--- src/rtl/aguPkg.sv ---
package aguPkg;

    // address and page number widths for Sv32 with a 32-bit physical space
    parameter int addrWidth = 32;
    parameter int vpnWidth = 20;
    parameter int ppnWidth = 20;
    parameter int tagWidth = 7;

    // access kind; loads use all five, stores only byte, half and word
    typedef enum logic [2:0] {
        opB  = 3'd0,
        opH  = 3'd1,
        opW  = 3'd2,
        opBu = 3'd4,
        opHu = 3'd5
    } aguOpcode_t;

    typedef enum logic [1:0] {
        excNone        = 2'd0,
        excMisalign    = 2'd1,
        excPageFault   = 2'd2,
        excAccessFault = 2'd3
    } aguExcept_t;

    // legal physical windows are 0x0xxxxxxx and 0x8xxxxxxx
    function automatic logic isLegalAddr(input logic [addrWidth-1:0] addr);
        logic [3:0] top;
        top = addr[addrWidth-1 -: 4];
        return (top == 4'h0) || (top == 4'h8);
    endfunction

endpackage

--- src/rtl/aguDecode.sv ---
`timescale 1ns/1ps

module aguDecode import aguPkg::*; #(
    parameter int isLoadUnit = 1
) (
    input  logic       clk,
    input  logic       rst,
    input  logic       uopValid,
    input  aguOpcode_t opcode,
    output logic [1:0] size,
    output logic       signExtend,
    output logic [1:0] alignMask
);

    logic legalOp;

    always_comb begin
        size = 2'd2;
        signExtend = 1'b0;
        alignMask = 2'b11;
        legalOp = 1'b1;
        case (opcode)
            opB: begin
                size = 2'd0;
                signExtend = (isLoadUnit != 0);
                alignMask = 2'b00;
            end
            opH: begin
                size = 2'd1;
                signExtend = (isLoadUnit != 0);
                alignMask = 2'b01;
            end
            opW: ;
            // unsigned variants only exist for loads
            opBu: begin
                size = 2'd0;
                alignMask = 2'b00;
                legalOp = (isLoadUnit != 0);
            end
            opHu: begin
                size = 2'd1;
                alignMask = 2'b01;
                legalOp = (isLoadUnit != 0);
            end
            default: legalOp = 1'b0;
        endcase
    end

    assert property (@(posedge clk) disable iff (rst) uopValid |-> legalOp)
        else $error("opcode %0d illegal for this unit", opcode);

endmodule

--- src/rtl/aguTransCache.sv ---
`timescale 1ns/1ps

module aguTransCache import aguPkg::*; #(
    parameter int tlbEntries = 8
) (
    input  logic                clk,
    input  logic                rst,
    input  logic [vpnWidth-1:0] lookupVpn,
    output logic                hit,
    output logic [ppnWidth-1:0] ppn,
    output logic [2:0]          rwx,
    output logic                user,
    input  logic                refillValid,
    input  logic [vpnWidth-1:0] refillVpn,
    input  logic [ppnWidth-1:0] refillPpn,
    input  logic [2:0]          refillRwx,
    input  logic                refillUser
);

    localparam int idxWidth = $clog2(tlbEntries);
    localparam int entryTagWidth = vpnWidth - idxWidth;

    logic [tlbEntries-1:0]    entryValid;
    logic [entryTagWidth-1:0] entryTag [tlbEntries];
    logic [ppnWidth-1:0]      entryPpn [tlbEntries];
    logic [2:0]               entryRwx [tlbEntries];
    logic                     entryUser [tlbEntries];

    logic [idxWidth-1:0] lookupIdx;
    logic [idxWidth-1:0] refillIdx;

    assign lookupIdx = lookupVpn[idxWidth-1:0];
    assign refillIdx = refillVpn[idxWidth-1:0];

    // lookup answers in the same cycle
    assign hit = entryValid[lookupIdx]
        && (entryTag[lookupIdx] == lookupVpn[vpnWidth-1:idxWidth]);
    assign ppn = entryPpn[lookupIdx];
    assign rwx = entryRwx[lookupIdx];
    assign user = entryUser[lookupIdx];

    always_ff @(posedge clk) begin
        if (rst) begin
            entryValid <= '0;
        end else if (refillValid) begin
            entryValid[refillIdx] <= 1'b1;
        end
    end

    always_ff @(posedge clk) begin
        if (refillValid) begin
            entryTag[refillIdx] <= refillVpn[vpnWidth-1:idxWidth];
            entryPpn[refillIdx] <= refillPpn;
            entryRwx[refillIdx] <= refillRwx;
            entryUser[refillIdx] <= refillUser;
        end
    end

    assert property (@(posedge clk) (tlbEntries & (tlbEntries - 1)) == 0)
        else $error("tlbEntries must be a power of two");

endmodule

--- src/rtl/aguTranslate.sv ---
`timescale 1ns/1ps

module aguTranslate import aguPkg::*; #(
    parameter int isLoadUnit = 1
) (
    input  logic                 clk,
    input  logic                 rst,
    input  logic                 uopValid,
    input  aguOpcode_t           opcode,
    input  logic [addrWidth-1:0] base,
    input  logic [11:0]          imm,
    input  logic [tagWidth-1:0]  tag,
    input  logic                 stall,
    input  logic                 sv32En,
    input  logic                 privUser,
    input  logic                 sum,
    input  logic [ppnWidth-1:0]  rootPpn,
    input  logic [1:0]           size,
    input  logic                 signExtend,
    input  logic [1:0]           alignMask,
    output logic                 busy,
    output logic                 pwValid,
    output logic [addrWidth-1:0] pwVaddr,
    output logic [ppnWidth-1:0]  pwRoot,
    input  logic                 pwResValid,
    input  logic [ppnWidth-1:0]  pwPpn,
    input  logic                 pwFault,
    input  logic [2:0]           pwRwx,
    input  logic                 pwUser,
    output logic [vpnWidth-1:0]  lookupVpn,
    input  logic                 hit,
    input  logic [ppnWidth-1:0]  ppn,
    input  logic [2:0]           rwx,
    input  logic                 user,
    output logic                 refillValid,
    output logic [vpnWidth-1:0]  refillVpn,
    output logic [ppnWidth-1:0]  refillPpn,
    output logic [2:0]           refillRwx,
    output logic                 refillUser,
    output logic                 doneValid,
    output logic [addrWidth-1:0] doneAddr,
    output logic [tagWidth-1:0]  doneTag,
    output logic [1:0]           doneSize,
    output logic                 doneSignExtend,
    output aguExcept_t           doneExcept,
    output logic [addrWidth-1:0] doneVaddr
);

    typedef enum logic [1:0] {stIdle, stReq, stWait} walkState_t;

    walkState_t state;
    logic accept, misaligned, needWalk, walkDone;
    logic [addrWidth-1:0] vaddr, paddr, walkAddr;
    aguExcept_t acceptExcept, walkExcept;

    // micro-op parked while the walker works
    logic [addrWidth-1:0] heldVaddr;
    logic [tagWidth-1:0]  heldTag;
    logic [1:0]           heldSize;
    logic                 heldSignExtend;

    // rwx is ordered r, w, x from bit 2 down
    function automatic logic permFault(input logic [2:0] pteRwx, input logic pteUser);
        logic noAccess;
        noAccess = (isLoadUnit != 0) ? !pteRwx[2] : !pteRwx[1];
        return noAccess || (privUser && !pteUser) || (!privUser && pteUser && !sum);
    endfunction

    assign accept = uopValid && !stall && !busy;
    assign vaddr = base + {{(addrWidth-12){imm[11]}}, imm};
    assign lookupVpn = vaddr[addrWidth-1 -: vpnWidth];
    assign misaligned = |(vaddr[1:0] & alignMask);
    assign needWalk = sv32En && !misaligned && !hit;
    // a misaligned access keeps its virtual address, the cache entry may be stale
    assign paddr = (sv32En && !misaligned) ? {ppn, vaddr[11:0]} : vaddr;
    assign walkDone = (state != stIdle) && pwResValid;
    assign walkAddr = {pwPpn, heldVaddr[11:0]};

    always_comb begin
        if (misaligned)
            acceptExcept = excMisalign;
        else if (sv32En && permFault(rwx, user))
            acceptExcept = excPageFault;
        else if (!isLegalAddr(paddr))
            acceptExcept = excAccessFault;
        else
            acceptExcept = excNone;
    end

    always_comb begin
        if (pwFault || permFault(pwRwx, pwUser))
            walkExcept = excPageFault;
        else if (!isLegalAddr(walkAddr))
            walkExcept = excAccessFault;
        else
            walkExcept = excNone;
    end

    always_ff @(posedge clk) begin
        if (rst) begin
            state <= stIdle;
        end else begin
            case (state)
                stIdle: if (accept && needWalk) state <= stReq;
                stReq: state <= walkDone ? stIdle : stWait;
                stWait: if (pwResValid) state <= stIdle;
                default: state <= stIdle;
            endcase
        end
    end

    always_ff @(posedge clk) begin
        if (accept) begin
            heldVaddr <= vaddr;
            heldTag <= tag;
            heldSize <= size;
            heldSignExtend <= signExtend;
        end
    end

    assign busy = (state != stIdle);
    assign pwValid = (state == stReq);
    assign pwVaddr = heldVaddr;
    assign pwRoot = rootPpn;

    // faulting walks are not cached
    assign refillValid = walkDone && !pwFault;
    assign refillVpn = heldVaddr[addrWidth-1 -: vpnWidth];
    assign refillPpn = pwPpn;
    assign refillRwx = pwRwx;
    assign refillUser = pwUser;

    assign doneValid = (accept && !needWalk) || walkDone;
    assign doneAddr = walkDone ? walkAddr : paddr;
    assign doneTag = walkDone ? heldTag : tag;
    assign doneSize = walkDone ? heldSize : size;
    assign doneSignExtend = walkDone ? heldSignExtend : signExtend;
    assign doneExcept = walkDone ? walkExcept : acceptExcept;
    assign doneVaddr = walkDone ? heldVaddr : vaddr;

    assert property (@(posedge clk) disable iff (rst) busy |-> !uopValid)
        else $error("micro-op offered while busy, opcode %0d", opcode);

endmodule

--- src/rtl/aguResult.sv ---
`timescale 1ns/1ps

module aguResult import aguPkg::*; #(
    parameter int isLoadUnit = 1
) (
    input  logic                 clk,
    input  logic                 rst,
    input  logic                 doneValid,
    input  logic [addrWidth-1:0] doneAddr,
    input  logic [tagWidth-1:0]  doneTag,
    input  logic [1:0]           doneSize,
    input  logic                 doneSignExtend,
    input  aguExcept_t           doneExcept,
    input  logic [addrWidth-1:0] doneVaddr,
    output logic                 resValid,
    output logic [addrWidth-1:0] resAddr,
    output logic [tagWidth-1:0]  resTag,
    output logic [1:0]           resSize,
    output logic                 resSignExtend,
    output logic                 resIsLoad,
    output logic [3:0]           resWmask,
    output aguExcept_t           resExcept,
    output logic                 tvalValid,
    output logic [addrWidth-1:0] tval
);

    logic [3:0] sizeMask;
    logic [3:0] wmask;

    always_comb begin
        case (doneSize)
            2'd0: sizeMask = 4'b0001;
            2'd1: sizeMask = 4'b0011;
            default: sizeMask = 4'b1111;
        endcase
    end

    // loads write nothing, a misaligned store never reaches memory
    assign wmask = ((isLoadUnit != 0) || doneExcept == excMisalign)
        ? 4'b0000 : sizeMask << doneAddr[1:0];

    always_ff @(posedge clk) begin
        if (rst) begin
            resValid <= 1'b0;
            tvalValid <= 1'b0;
        end else begin
            resValid <= doneValid;
            tvalValid <= doneValid && (doneExcept != excNone);
        end
    end

    always_ff @(posedge clk) begin
        if (doneValid) begin
            resAddr <= doneAddr;
            resTag <= doneTag;
            resSize <= doneSize;
            resSignExtend <= doneSignExtend;
            resWmask <= wmask;
            resExcept <= doneExcept;
            tval <= doneVaddr;
        end
    end

    assign resIsLoad = (isLoadUnit != 0);

    assert property (@(posedge clk) disable iff (rst)
        resValid && resExcept == excMisalign |-> resWmask == 4'b0000)
        else $error("misaligned result with byte mask %b", resWmask);

endmodule

--- src/rtl/aguTop.sv ---
`timescale 1ns/1ps

module aguTop import aguPkg::*; #(
    parameter int isLoadUnit = 1,
    parameter int tlbEntries = 8
) (
    input  logic                 clk,
    input  logic                 rst,
    input  logic                 uopValid,
    input  aguOpcode_t           opcode,
    input  logic [addrWidth-1:0] base,
    input  logic [11:0]          imm,
    input  logic [tagWidth-1:0]  tag,
    input  logic                 stall,
    input  logic                 sv32En,
    input  logic                 privUser,
    input  logic                 sum,
    input  logic [ppnWidth-1:0]  rootPpn,
    output logic                 busy,
    output logic                 pwValid,
    output logic [addrWidth-1:0] pwVaddr,
    output logic [ppnWidth-1:0]  pwRoot,
    input  logic                 pwResValid,
    input  logic [ppnWidth-1:0]  pwPpn,
    input  logic                 pwFault,
    input  logic [2:0]           pwRwx,
    input  logic                 pwUser,
    output logic                 resValid,
    output logic [addrWidth-1:0] resAddr,
    output logic [tagWidth-1:0]  resTag,
    output logic [1:0]           resSize,
    output logic                 resSignExtend,
    output logic                 resIsLoad,
    output logic [3:0]           resWmask,
    output aguExcept_t           resExcept,
    output logic                 tvalValid,
    output logic [addrWidth-1:0] tval
);

    logic [1:0] size;
    logic signExtend;
    logic [1:0] alignMask;

    logic [vpnWidth-1:0] lookupVpn;
    logic hit;
    logic [ppnWidth-1:0] ppn;
    logic [2:0] rwx;
    logic user;

    logic refillValid;
    logic [vpnWidth-1:0] refillVpn;
    logic [ppnWidth-1:0] refillPpn;
    logic [2:0] refillRwx;
    logic refillUser;

    logic doneValid;
    logic [addrWidth-1:0] doneAddr;
    logic [tagWidth-1:0] doneTag;
    logic [1:0] doneSize;
    logic doneSignExtend;
    aguExcept_t doneExcept;
    logic [addrWidth-1:0] doneVaddr;

    aguDecode #(.isLoadUnit(isLoadUnit)) aguDecode_i (
        .clk(clk), .rst(rst), .uopValid(uopValid), .opcode(opcode),
        .size(size), .signExtend(signExtend), .alignMask(alignMask)
    );

    aguTransCache #(.tlbEntries(tlbEntries)) aguTransCache_i (
        .clk(clk), .rst(rst), .lookupVpn(lookupVpn),
        .hit(hit), .ppn(ppn), .rwx(rwx), .user(user),
        .refillValid(refillValid), .refillVpn(refillVpn), .refillPpn(refillPpn),
        .refillRwx(refillRwx), .refillUser(refillUser)
    );

    aguTranslate #(.isLoadUnit(isLoadUnit)) aguTranslate_i (
        .clk(clk), .rst(rst), .uopValid(uopValid), .opcode(opcode),
        .base(base), .imm(imm), .tag(tag), .stall(stall),
        .sv32En(sv32En), .privUser(privUser), .sum(sum), .rootPpn(rootPpn),
        .size(size), .signExtend(signExtend), .alignMask(alignMask),
        .busy(busy), .pwValid(pwValid), .pwVaddr(pwVaddr), .pwRoot(pwRoot),
        .pwResValid(pwResValid), .pwPpn(pwPpn), .pwFault(pwFault),
        .pwRwx(pwRwx), .pwUser(pwUser),
        .lookupVpn(lookupVpn), .hit(hit), .ppn(ppn), .rwx(rwx), .user(user),
        .refillValid(refillValid), .refillVpn(refillVpn), .refillPpn(refillPpn),
        .refillRwx(refillRwx), .refillUser(refillUser),
        .doneValid(doneValid), .doneAddr(doneAddr), .doneTag(doneTag),
        .doneSize(doneSize), .doneSignExtend(doneSignExtend),
        .doneExcept(doneExcept), .doneVaddr(doneVaddr)
    );

    aguResult #(.isLoadUnit(isLoadUnit)) aguResult_i (
        .clk(clk), .rst(rst),
        .doneValid(doneValid), .doneAddr(doneAddr), .doneTag(doneTag),
        .doneSize(doneSize), .doneSignExtend(doneSignExtend),
        .doneExcept(doneExcept), .doneVaddr(doneVaddr),
        .resValid(resValid), .resAddr(resAddr), .resTag(resTag),
        .resSize(resSize), .resSignExtend(resSignExtend), .resIsLoad(resIsLoad),
        .resWmask(resWmask), .resExcept(resExcept),
        .tvalValid(tvalValid), .tval(tval)
    );

endmodule

--- config.mk ---
export PLATFORM = sky130hd
export DESIGN_NAME = aguTop
export DESIGN_NICKNAME = d
export VERILOG_FILES = /design/src/rtl/aguPkg.sv /design/src/rtl/aguDecode.sv /design/src/rtl/aguTransCache.sv /design/src/rtl/aguTranslate.sv /design/src/rtl/aguResult.sv /design/src/rtl/aguTop.sv
export SDC_FILE = /design/constraint.sdc
export NUM_CORES = 1
export LEC_CHECK = 0
export BUFFER_PORTS_ARGS = -buffer_cell sky130_fd_sc_hd__buf_2
export CORE_ASPECT_RATIO = 2
export CORE_MARGIN = 4
export CORE_UTILIZATION = 30
export DETAILED_ROUTE_END_ITERATION = 7
export HOLD_SLACK_MARGIN = 0.1
export SLEW_MARGIN = 5
export SYNTH_ARGS = -nofsm -noshare
export SYNTH_HDL_FRONTEND = slang
export SYNTH_SLANG_ARGS = --single-unit
--- constraint.sdc ---
create_clock -name clk -period 11.9 [get_ports clk]
set_input_delay 2.975 -clock clk [delete_from_list [all_inputs] [get_ports clk]]
set_output_delay 2.975 -clock clk [all_outputs]
set_load 0.05 [all_outputs]
==> results of run 1 <==
-- flip-flops by register name (all words and copies together), names as in the netlist --
register	cells
aguTransCache_i.entryPpn	160
aguTransCache_i.entryTag	136
aguResult_i.tval	32
aguTranslate_i.pwVaddr	32
aguResult_i.resAddr	20
aguTransCache_i.entryRwx	8
aguTransCache_i.entryUser	8
aguTransCache_i.entryValid	8
aguResult_i.resTag	7
aguTranslate_i.heldTag	7
aguResult_i.resExcept	2
aguResult_i.resSize	2
aguTranslate_i.heldSize	2
aguTranslate_i.state	2
aguResult_i.resSignExtend	1
aguResult_i.resValid	1
aguResult_i.tvalValid	1
aguTranslate_i.heldSignExtend	1
-- logic make-up (layout without fill, tap and decap cells) --
logic type	Yosys count	after routing
AND/OR/NAND/NOR	544	544
flip-flops	430	430
AO/OA/AOI/OAI	234	234
buffers and inverters	162	345
multiplexers	53	53
XOR/XNOR	41	41
adder cells (fa/ha/maj)	32	32
other	2	9
-- routing by layer --
| layer | part of all wire (%) | wire (µm) | global-route usage (%) |
|---|---|---|---|
| met1 | 39 | 21760 | 18.82 |
| met2 | 51 | 28470 | 28.21 |
| met3 | 6.3 | 3501 | 2.631 |
| met4 | 3.8 | 2152 | 6.617 |
| met5 | 0.048 | 27 | 0 |
-- cells in the final DEF, fill, tap and decap left out, drive strengths merged, types with 34 or more instances in the layout --
master  count
nor2       56
buf       226
nand2     319
edfxtp    418
nand3      92
inv        50
a211oi     42
clkbuf     50
o21ai      50
a21oi      40
mux2i      34
-- power groups by stage --
stage	Clock [µW]	Combinational, µW	Sequential [µW]
5_1_grt	1350	840	1750
3_5_place_dp	0	784	1780
4_1_cts	1300	789	1740
6_report	1270	780	1740
3_3_place_gp	0	777	1770
2_1_floorplan	0	457	1870
-- cell type report --
type	count	area (µm²)	area share [%]
clock buffer	50	1069	4.832
timing repair buffer	226	1206	5.454
sequential	430	12790	57.85
inverter	49	191.4	0.8657
multi-input combinational	909	5657	25.58
tap	792	991.0	4.481
clock inverter	20	197.7	0.8940
antenna	4	10.01	0.04526
-- worst max-delay path, cell delays in order --
cell       delay (ns)
buf_2            0.08
ha_1             0.16
inv_1            0.06
fa_1             0.42
and2b_4          0.30
o2111ai_4        0.16
a2111oi_4        0.55
o31a_2           0.62
a21o_4           0.75
inv_6            0.49
mux2i_1          0.23
mux4_2           0.51
xor2_1           0.15
nand3b_1         0.14
nor4_2           0.07
a21oi_1          0.40
clkinv_2         0.78
buf_4            0.54
-- worst min-delay path by stage --
| stage | startpoint | end | slack [ns] | cells after the start |
|---|---|---|---|---|
| final | aguTransCache_i.entryValid[4] | aguTransCache_i.entryValid[4] | 0.48 | 2 |
| after global routing | aguTransCache_i.entryValid[1] | aguTransCache_i.entryValid[1] | 0.53 | 2 |
| after CTS | aguTransCache_i.entryValid[4] | aguTransCache_i.entryValid[4] | 0.48 | 2 |
| after detailed placement | aguTransCache_i.entryValid[4] | aguTransCache_i.entryValid[4] | 0.46 | 2 |
| after global placement | aguTransCache_i.entryValid[1] | aguTransCache_i.entryValid[1] | 0.45 | 2 |
| after floorplan | aguTransCache_i.entryValid[4] | aguTransCache_i.entryValid[4] | 0.43 | 2 |
-- stage by stage --
| stage | total power, µW | worst slack, ns | hold WS [ns] | area, µm² | util (%) |
|---|---|---|---|---|---|
| after CTS | 3828 | 2.553 | 0.4795 | 22100 | 35.02 |
| after global routing | 3940 | 2.234 | 0.5297 | 22110 | 35.03 |
| after detailed placement | 2561 | 2.022 | 0.4647 | 20840 | 33.02 |
| final | 3792 | 2.662 | 0.4769 | 22110 | 35.04 |
| after floorplan | 2327 | 3.994 | 0.4348 | 19170 | - |
| after global placement | 2552 | 2.088 | 0.4464 | 20840 | 33.02 |
-- synth_stat cells (6+ instances only) --
cell type    n
edfxtp_1   418
clkbuf_1    46
a31oi_1      9
xnor2_1     31
nor2b_1      7
ha_1        31
xor2_1       9
o21ai_0     50
buf_2       14
mux2i_1     34
dfxtp_1     12
o311ai_0     6
inv_1       47
nand4_1      8
a2111oi_0   19
and3_1      21
a21o_1      15
nor3_1      14
nor4_1       6
a211oi_1    40
nand3_1     92
buf_4       39
nor2_1      55
a311oi_1    18
buf_1       10
nand2_1    319
a21oi_1     39
mux4_2      17
==> impl_metrics.toml, run 1 <==
[global_routing]
grt_max_degree = 79
grt_pass1_wl_mm = 82.10
grt_use_total_pct = 15.77
antenna_found_initial = 6
grt_pass1_vias = 13006
grt_overflow = 0

[critical_path]
r2r_end = "aguResult_i.tval[18]"
critPathRequiredTime_ns = 12.16
critPathArrivalTime_ns = 9.49
endpoint = "aguResult_i.tval[18]"
ff2ff_path_depth = 10
ff2ff_setup_slack_ns = 8.16
start_kind = "primary input"
worstSetupStartpoint = "base[0]"
worstSetupPathType = "primary input to register"
crit_fanout = 78
end_kind = "register"
r2r_start = "aguTransCache_i.entryTag[5][0]"

[die]
core.rowCount = 130
initial_core_util_pct = 30.36
die_x_um = 186.7
core-area_um2 = 63110
num_io_pins = 244
die_area_um2 = 68230
die_y_um = 365.4

[sta]
final.setup.tns_ns = 0
finalMaxSlewViolations = 0
fin_crit_sh_pct = 77.63
rsz0062_at_grt = "no"
max_slew.worst_pin.slew_ns = 1.197
period_needed_ns = 9.238
fmax_ghz = 0.1082
finClkSkew_ns = 0.01851
maxSlewHeadroom_pct = 20.14
setup_viol = 0
finalHoldViolCount = 0

[yosys]
synth_cell_types = 73
muxShareOfSynthArea_pct = 3.891
netlist.area_leader.share_pct = 65.50
synth_area_um2 = 19160
syn_inst = 1498
synth.avg_cell_area_um2 = 12.79
synth_top_family_by_area = "simple AND/OR/NAND/NOR gates"
synth_largest_area_cell = "edfxtp_1"
synth_xor_area_share_pct = 1.913
synth_compound_area_share_pct = 8.703
ys_async_sr_fraction_pct = 0
ys.warnings.count = 0
synth_area_leaders = "edfxtp_1, nand2_1, nand3_1, ha_1, mux4_2"
synthSimpleGateAreaFrac_pct = 12.34
synth_edf_count = 418
synth-adder-area-share_pct = 2.128
synthFlopType = "edfxtp_1"
ys_seq_area_share_pct = 66.75
ys_seq_elements = 430

[pwr]
swShare_pct = 29.97
ir_drop_v = 0.00008257
pwr-share-comb_pct = 20.6
seqPwrFrac_pct = 46.0
switchingPower_uw = 1136
clkPwrFrac_pct = 33.5
powerDensity_nw_per_um2 = 171.5
cellLeakagePower_uw = 0.008005
internal-power_uw = 2656

[clocking]
cts-resized-gates = 0
hold_buffers = 0
cts.clk_slew.worst_paths_ns = 0.06
cts_buffers = 40
post_cts_buffers = 0
clock-root-buffer = "clkbuf_16"
clkLatencyLatePin_ns = 0.55
cts_sinks = 430
htreeDepth = 2
cts_buffer_depth = 3
cts_tree = "done"

[route]
drc = 0
dr.first_iter.drc_count = 980
via_per_inst = 5.210
ant_nets = 0
vias = 12921
wl_per_cell_um = 22.54
drtPass1Iterations = 5
wirelength_mm = 55.91

[layout]
layout-drive-gt1-share_pct = 20.01
area_growth_pct = 15.40
nets = 1795
stdcell_count = 2480
fillCellCount = 6150

[run_status]
status = "finished, final reports clean"

[job]
drv_cap = 0

[place]
dpl.hpwl_mm = 35.90
portBuffers = 196
place_congestion = 0.8394
dp_cells = 2406

[worst_hold_path]
hold_class = "register to register"
(Power assumes the default switching activity.)
==> run 2: changes to the inputs <==
--- a/config.mk
+++ b/config.mk
@@ -5,6 +5,7 @@
 export SDC_FILE = /design/constraint.sdc
 export NUM_CORES = 1
 export LEC_CHECK = 0
+export ABC_AREA = 1
 export BUFFER_PORTS_ARGS = -buffer_cell sky130_fd_sc_hd__buf_2
 export CORE_ASPECT_RATIO = 2
 export CORE_MARGIN = 4
==> constraint.sdc (replaced) <==
create_clock -name clk -period 8.1 [get_ports clk]
set_input_delay 2.025 -clock clk [delete_from_list [all_inputs] [get_ports clk]]
set_output_delay 2.025 -clock clk [all_outputs]
set_load 0.05 [all_outputs]
==> run 2 against run 1 <==
Via count up 12%. Non-clock buffer count is 3 lower. Synthesized area up 4.3%. Core utilization decreased by 0.39 points. Cell count increased by 21%. Wire length increased by 3.5%. Clock skew up 0.0052 ns. Largest power group unchanged.
==> impl_metrics.toml, run 2 <==
[global_routing]
grt_pass1_vias = 14595
antenna_found_initial = 7
grt_pass1_wl_mm = 86.77
grt_use_total_pct = 15.81
grt_max_degree = 77
grt_overflow = 0

[clocking]
post_cts_buffers = 0
cts_buffers = 37
cts-resized-gates = 0
clkLatencyLatePin_ns = 0.55
cts_buffer_depth = 3
htreeDepth = 2
cts_sinks = 430
cts_tree = "done"
clock-root-buffer = "clkbuf_16"
hold_buffers = 0
cts.clk_slew.worst_paths_ns = 0.06

[yosys]
ys_async_sr_fraction_pct = 0
synth_area_um2 = 19990
synth_cell_types = 51
synth_edf_count = 418
ys_seq_elements = 430
netlist_top_cells_count = "nand2_1, edfxtp_1, nand3_1"
syn_inst = 1950
ys.warnings.count = 0
netlist.area_leader.share_pct = 62.81
ys_seq_area_share_pct = 64.01
synthMostInstantiatedCell = "nand2_1"
synth.avg_cell_area_um2 = 10.25
synthFlopType = "edfxtp_1"
synth_area_leaders = "edfxtp_1, nand2_1, nand3_1, inv_1, buf_4"
synth_largest_area_cell = "edfxtp_1"

[sta]
max_slew.worst_pin.slew_ns = 1.035
final.setup.tns_ns = 0
period_needed_ns = 6.491
fmax_ghz = 0.1541
finalMaxSlewViolations = 0
setup_viol = 0
finalHoldViolCount = 0
finClkSkew_ns = 0.02372
fin_hold_ws_ns = 0.4616
fin_crit_sh_pct = 80.14
maxSlewHeadroom_pct = 30.99
rsz0062_at_grt = "no"

[job]
drv_cap = 0

[worst_hold_path]
min_from = "aguTranslate_i.state[0]"
hold_class = "register to register"
min_delay_path_depth = 1
hold_end = "aguTranslate_i.state[1]"

[critical_path]
end_kind = "register"
cp_slowest_cell = "nand2_4"
start_kind = "primary input"
worstPathCellList = "buf_2 -> ha_1 -> nand2_1 -> inv_2 -> nand2_1 -> inv_1 -> nand2_1 -> nand4_2 -> nand2_4 -> buf_4 -> nand2_1 -> nand3_1 -> nand3_1 -> nand3_1 -> nand2_1 -> nor2_1 -> nand2_1 -> nor2_1 -> nand3_1 -> nand2_1 -> nand2_1 -> nand2_4 -> buf_4"
worstSetupPathType = "primary input to register"
timing.critical_path.mode_cell = "nand2_1"
r2r_end = "aguTransCache_i.entryTag[2][8]"
critPathRequiredTime_ns = 8.33
ff2ff_path_depth = 9
crit_path_max_incr_delay_ns = 0.57
crit_fanout = 48
ff2ff_setup_slack_ns = 4.87
critPathBufInv = 5
cp_top_family = "simple AND/OR/NAND/NOR gates"
r2r_start = "aguTranslate_i.state[0]"
critPathArrivalTime_ns = 6.72

[place]
dpl.hpwl_mm = 38.12
place_congestion = 0.8977
portBuffers = 196

[die]
core-area_um2 = 65900
num_io_pins = 244
die_x_um = 190.5
core.rowCount = 133
die_y_um = 373.0
initial_core_util_pct = 30.33
die_area_um2 = 71060

[route]
drtPass1Iterations = 6
ant_nets = 0
dr.first_iter.drc_count = 947
drc = 0
via_per_inst = 4.805
wl_per_cell_um = 19.22
vias = 14462
wirelength_mm = 57.85

[layout]
nets = 2241
final_cell_mix = "nand2_1, edfxtp_1, nand3_1"
layout_commonest_cell = "nand2_1"
area_growth_pct = 14.24
top_register = "aguTransCache_i.entryPpn"
reg.largest.list = "aguTransCache_i.entryPpn: 160 flops, aguTransCache_i.entryTag: 136 flops"
largest_reg_flops = 160
layout-drive-gt1-share_pct = 14.89

[pwr]
ir_drop_v = 0.0001589
cellLeakagePower_uw = 0.009031
powerDensity_nw_per_um2 = 235.6

[run_status]
status = "finished, final reports clean"
==> run 2: cell types whose count changed after synthesis, sizes merged, moves of 34 or more <==
cell	delta
mux2i	-34
nand3	+137
nand2	+263
a211oi	-41
nor2	+50
inv	+168
==> run 2: logic make-up after synthesis <==
logic type,synth area share [%]
adders and majority gates,2.041
AOI/OAI and AO/OA,5.390
DFF,64.01
buffers and inverters,7.650
xor gates and xnor gates,0.9203
other,0.03758
and+or+nand+nor,19.95
==> run 2: per-layer routing <==
| metal | global-route usage, % | vias to the layer above | part of all wire [%] |
|---|---|---|---|
| met1 | 17.46 | 6968 | 37 |
| met3 | 2.544 | 141 | 6.1 |
| met4 | 6.741 | 6 | 4.1 |
| met5 | 0 | - | 0.071 |
| met2 | 29.53 | 517 | 53 |
| li1 | - | 6830 | - |
==> run 2: area by class of cell <==
class	instances	area [µm²]
diodes	4	10.01
clock buffers	41	940.9
clock inverters	25	212.7
fillers	6562	43070
inverters	217	817.0
multi-input cells	1193	5753
flip-flops and latches	430	12790
well taps	877	1097
repair buffers	223	1209
==> run 2: stage by stage <==
step           util (%)  std cells  setup WS, ns  power [µW]  area (µm²)
2_1_floorplan         -       1953         2.016        3381       20000
3_3_place_gp      32.88       2940         1.045        3664       21670
3_5_place_dp      32.88       2940        0.9569        3680       21670
4_1_cts           34.63       3006         1.534        5434       22820
5_1_grt           34.64       3007         1.240        5615       22820
6_report          34.65       3010         1.609        5380       22830
==> run 2: worst max path at each step <==
stage / from / endpoint / cells after the start
after floorplan: base[0] / aguResult_i.resAddr[12] / 23
after global placement: imm[11] / aguResult_i.resAddr[31] / 23
after detailed placement: imm[11] / aguResult_i.resAddr[31] / 23
after CTS: imm[11] / aguResult_i.resAddr[31] / 23
after global routing: imm[11] / aguResult_i.resAddr[31] / 23
final: imm[11] / aguResult_i.resAddr[31] / 23
==> run 2: power by group <==
group	internal (µW)	switching (µW)	leakage, µW
clock	943	813	0.000564
combinational	277	796	0.00458
sequential	2520	33.0	0.00389
total	3740	1640	0.00903
==> run 3: changes to the inputs <==
==> constraint.sdc (replaced) <==
create_clock -name clk -period 6.3 [get_ports clk]
set_input_delay 1.575 -clock clk [delete_from_list [all_inputs] [get_ports clk]]
set_output_delay 1.575 -clock clk [all_outputs]
set_load 0.05 [all_outputs]
==> run 3 against run 2 <==
Cell count grew 0.43%. Sequential power grew 29%. Via count is 0.67% higher. Non-clock buffer count rose by 12. Largest power group unchanged.
==> impl_metrics.toml, run 3 (synthesized netlist as in run 2, its figures left out) <==
[global_routing]
grt_pass1_vias = 14621
grt_overflow = 0
antenna_found_initial = 10
grt_pass1_wl_mm = 86.33
grt_max_degree = 69
grt_use_total_pct = 15.81

[sta]
period_needed_ns = 5.214
setup_viol = 0
fmax_ghz = 0.1918
rsz0062_at_grt = "no"
finClkSkew_ns = 0.02337
setup_slack_ns = 1.086
final.setup.tns_ns = 0
fin_crit_sh_pct = 82.77
maxSlewHeadroom_pct = 43.02
finalMaxSlewViolations = 0
finalHoldViolCount = 0
max_slew.worst_pin.slew_ns = 0.8527

[route]
wl_per_cell_um = 19.27
drtPass1Iterations = 5
wirelength_mm = 58.27
ant_nets = 0
dr.first_iter.drc_count = 902
via_per_inst = 4.816
drc = 0
vias = 14559

[die]
core.rowCount = 133
core-area_um2 = 65900
die_x_um = 190.5
initial_core_util_pct = 30.33
num_io_pins = 244
die_y_um = 373.0
die_area_um2 = 71060

[place]
portBuffers = 196
dpl.hpwl_mm = 38.91
placed_cell_area_um2 = 21820
place_congestion = 0.8932
place_worst_setup_slack_ns = 0.4855

[layout]
fillCellCount = 6565
largest_reg_flops = 160
area_growth_pct = 15.48
layout_commonest_cell = "nand2_1"
layout-drive-gt1-share_pct = 15.31
multi_input_area_um2 = 5748
final-seq-area_um2 = 12790
reg.largest.list = "aguTransCache_i.entryPpn: 160 flops, aguTransCache_i.entryTag: 136 flops"
final_cell_mix = "nand2_1, edfxtp_1, nand3_1"
top_register = "aguTransCache_i.entryPpn"
nets = 2253
fin_area_um2 = 23080

[critical_path]
ff2ff_setup_slack_ns = 3.33
worstSetupPathType = "primary input to register"
start_kind = "primary input"
critPathArrivalTime_ns = 5.44
end_kind = "register"
crit_fanout = 39
critPathRequiredTime_ns = 6.53

[pwr]
cellLeakagePower_uw = 0.009150
pwr-share-comb_pct = 20.0
ir_drop_v = 0.0001500
powerDensity_nw_per_um2 = 308.0
internal-power_uw = 4988
switchingPower_uw = 2120
clkPwrFrac_pct = 33.9
swShare_pct = 29.82
seqPwrFrac_pct = 46.2

[job]
drv_cap = 0

[clocking]
clock-root-buffer = "clkbuf_16"
cts_buffer_depth = 3
cts_tree = "done"
post_cts_buffers = 0
htreeDepth = 2
cts_sinks = 430
cts.clk_slew.worst_paths_ns = 0.07
clkLatencyLatePin_ns = 0.55
hold_buffers = 0
cts-resized-gates = 0
cts_buffers = 37

[run_status]
status = "finished, final reports clean"

[worst_hold_path]
hold_class = "register to register"
[run 3: cell types whose count changed in the layout (fill, tap and decap cells not counted), moves of 2 or more]
| cell | delta |
|---|---|
| buf_4 | +7 |
| clkbuf_1 | +6 |
| buf_12 | +5 |
| clkinv_1 | -4 |
| inv_6 | -4 |
| bufinv_16 | +3 |
| clkinv_2 | -3 |
| clkinv_4 | +2 |
[run 3: path summary, 6_finish.rpt]
path / start / endpoint / cells after the start
worst max-delay path: base[0] / aguResult_i.resSignExtend / 23
worst min-delay path: aguTransCache_i.entryValid[0] / aguTransCache_i.entryValid[0] / 2
worst max register to register: aguTranslate_i.state[1] / aguTransCache_i.entryTag[3][6] / 7
worst min register to register: aguTransCache_i.entryValid[0] / aguTransCache_i.entryValid[0] / 2
[run 3: per-stage QoR]
step	hold WS, ns	power, µW	cells	util, %
after floorplan	0.4270	4348	1953	-
final	0.4784	7107	3023	35.02
after global placement	0.4383	4747	2952	33.11
after global routing	0.5039	7404	3020	35.01
after detailed placement	0.4581	4766	2952	33.11
after CTS	0.4784	7171	3019	35.01
[run 3: final cells by class]
type / instances / area share [%]
Sequential cell: 430 / 55.43
Multi-Input combinational cell: 1193 / 24.91
Timing Repair Buffer: 235 / 5.899
Tap cell: 877 / 4.755
Clock buffer: 48 / 4.283
Inverter: 217 / 3.540
Clock inverter: 19 / 1.144
Antenna cell: 4 / 0.04337
[run 3: worst max-delay path, cell delays in order]
cell	delay (ns)
buf_2	0.09
ha_1	0.19
inv_1	0.07
fa_1	0.41
o21ai_2	0.34
nand2_2	0.17
nand3_2	0.14
nand2_2	0.09
nand2_4	0.29
buf_4	0.48
nand2_1	0.10
nand3_1	0.11
nand3_1	0.11
nand3_1	0.12
nand2_1	0.06
nor2_1	0.13
nand2_1	0.06
nor2_1	0.10
nand3_1	0.07
nand2_1	0.13
nand2_1	0.11
nand2_4	0.15
buf_4	0.30
[run 3: layer usage]
metal	up-vias	wire, µm	share of wire (%)	track usage, %
met5	-	82	0.14	0
met4	12	2917	5.0	7.731
met3	163	3999	6.9	2.825
met2	539	30790	53	29.67
met1	6990	20480	35	16.73
li1	6855	-	-	-
[run 3: power by group through the flow]
| stage | logic, µW | registers, µW | clock network, µW |
|---|---|---|---|
| after floorplan | 833 | 3510 | 0 |
| after global placement | 1400 | 3340 | 0 |
| after detailed placement | 1420 | 3340 | 0 |
| after CTS | 1430 | 3280 | 2460 |
| after global routing | 1550 | 3290 | 2570 |
| final | 1420 | 3280 | 2410 |
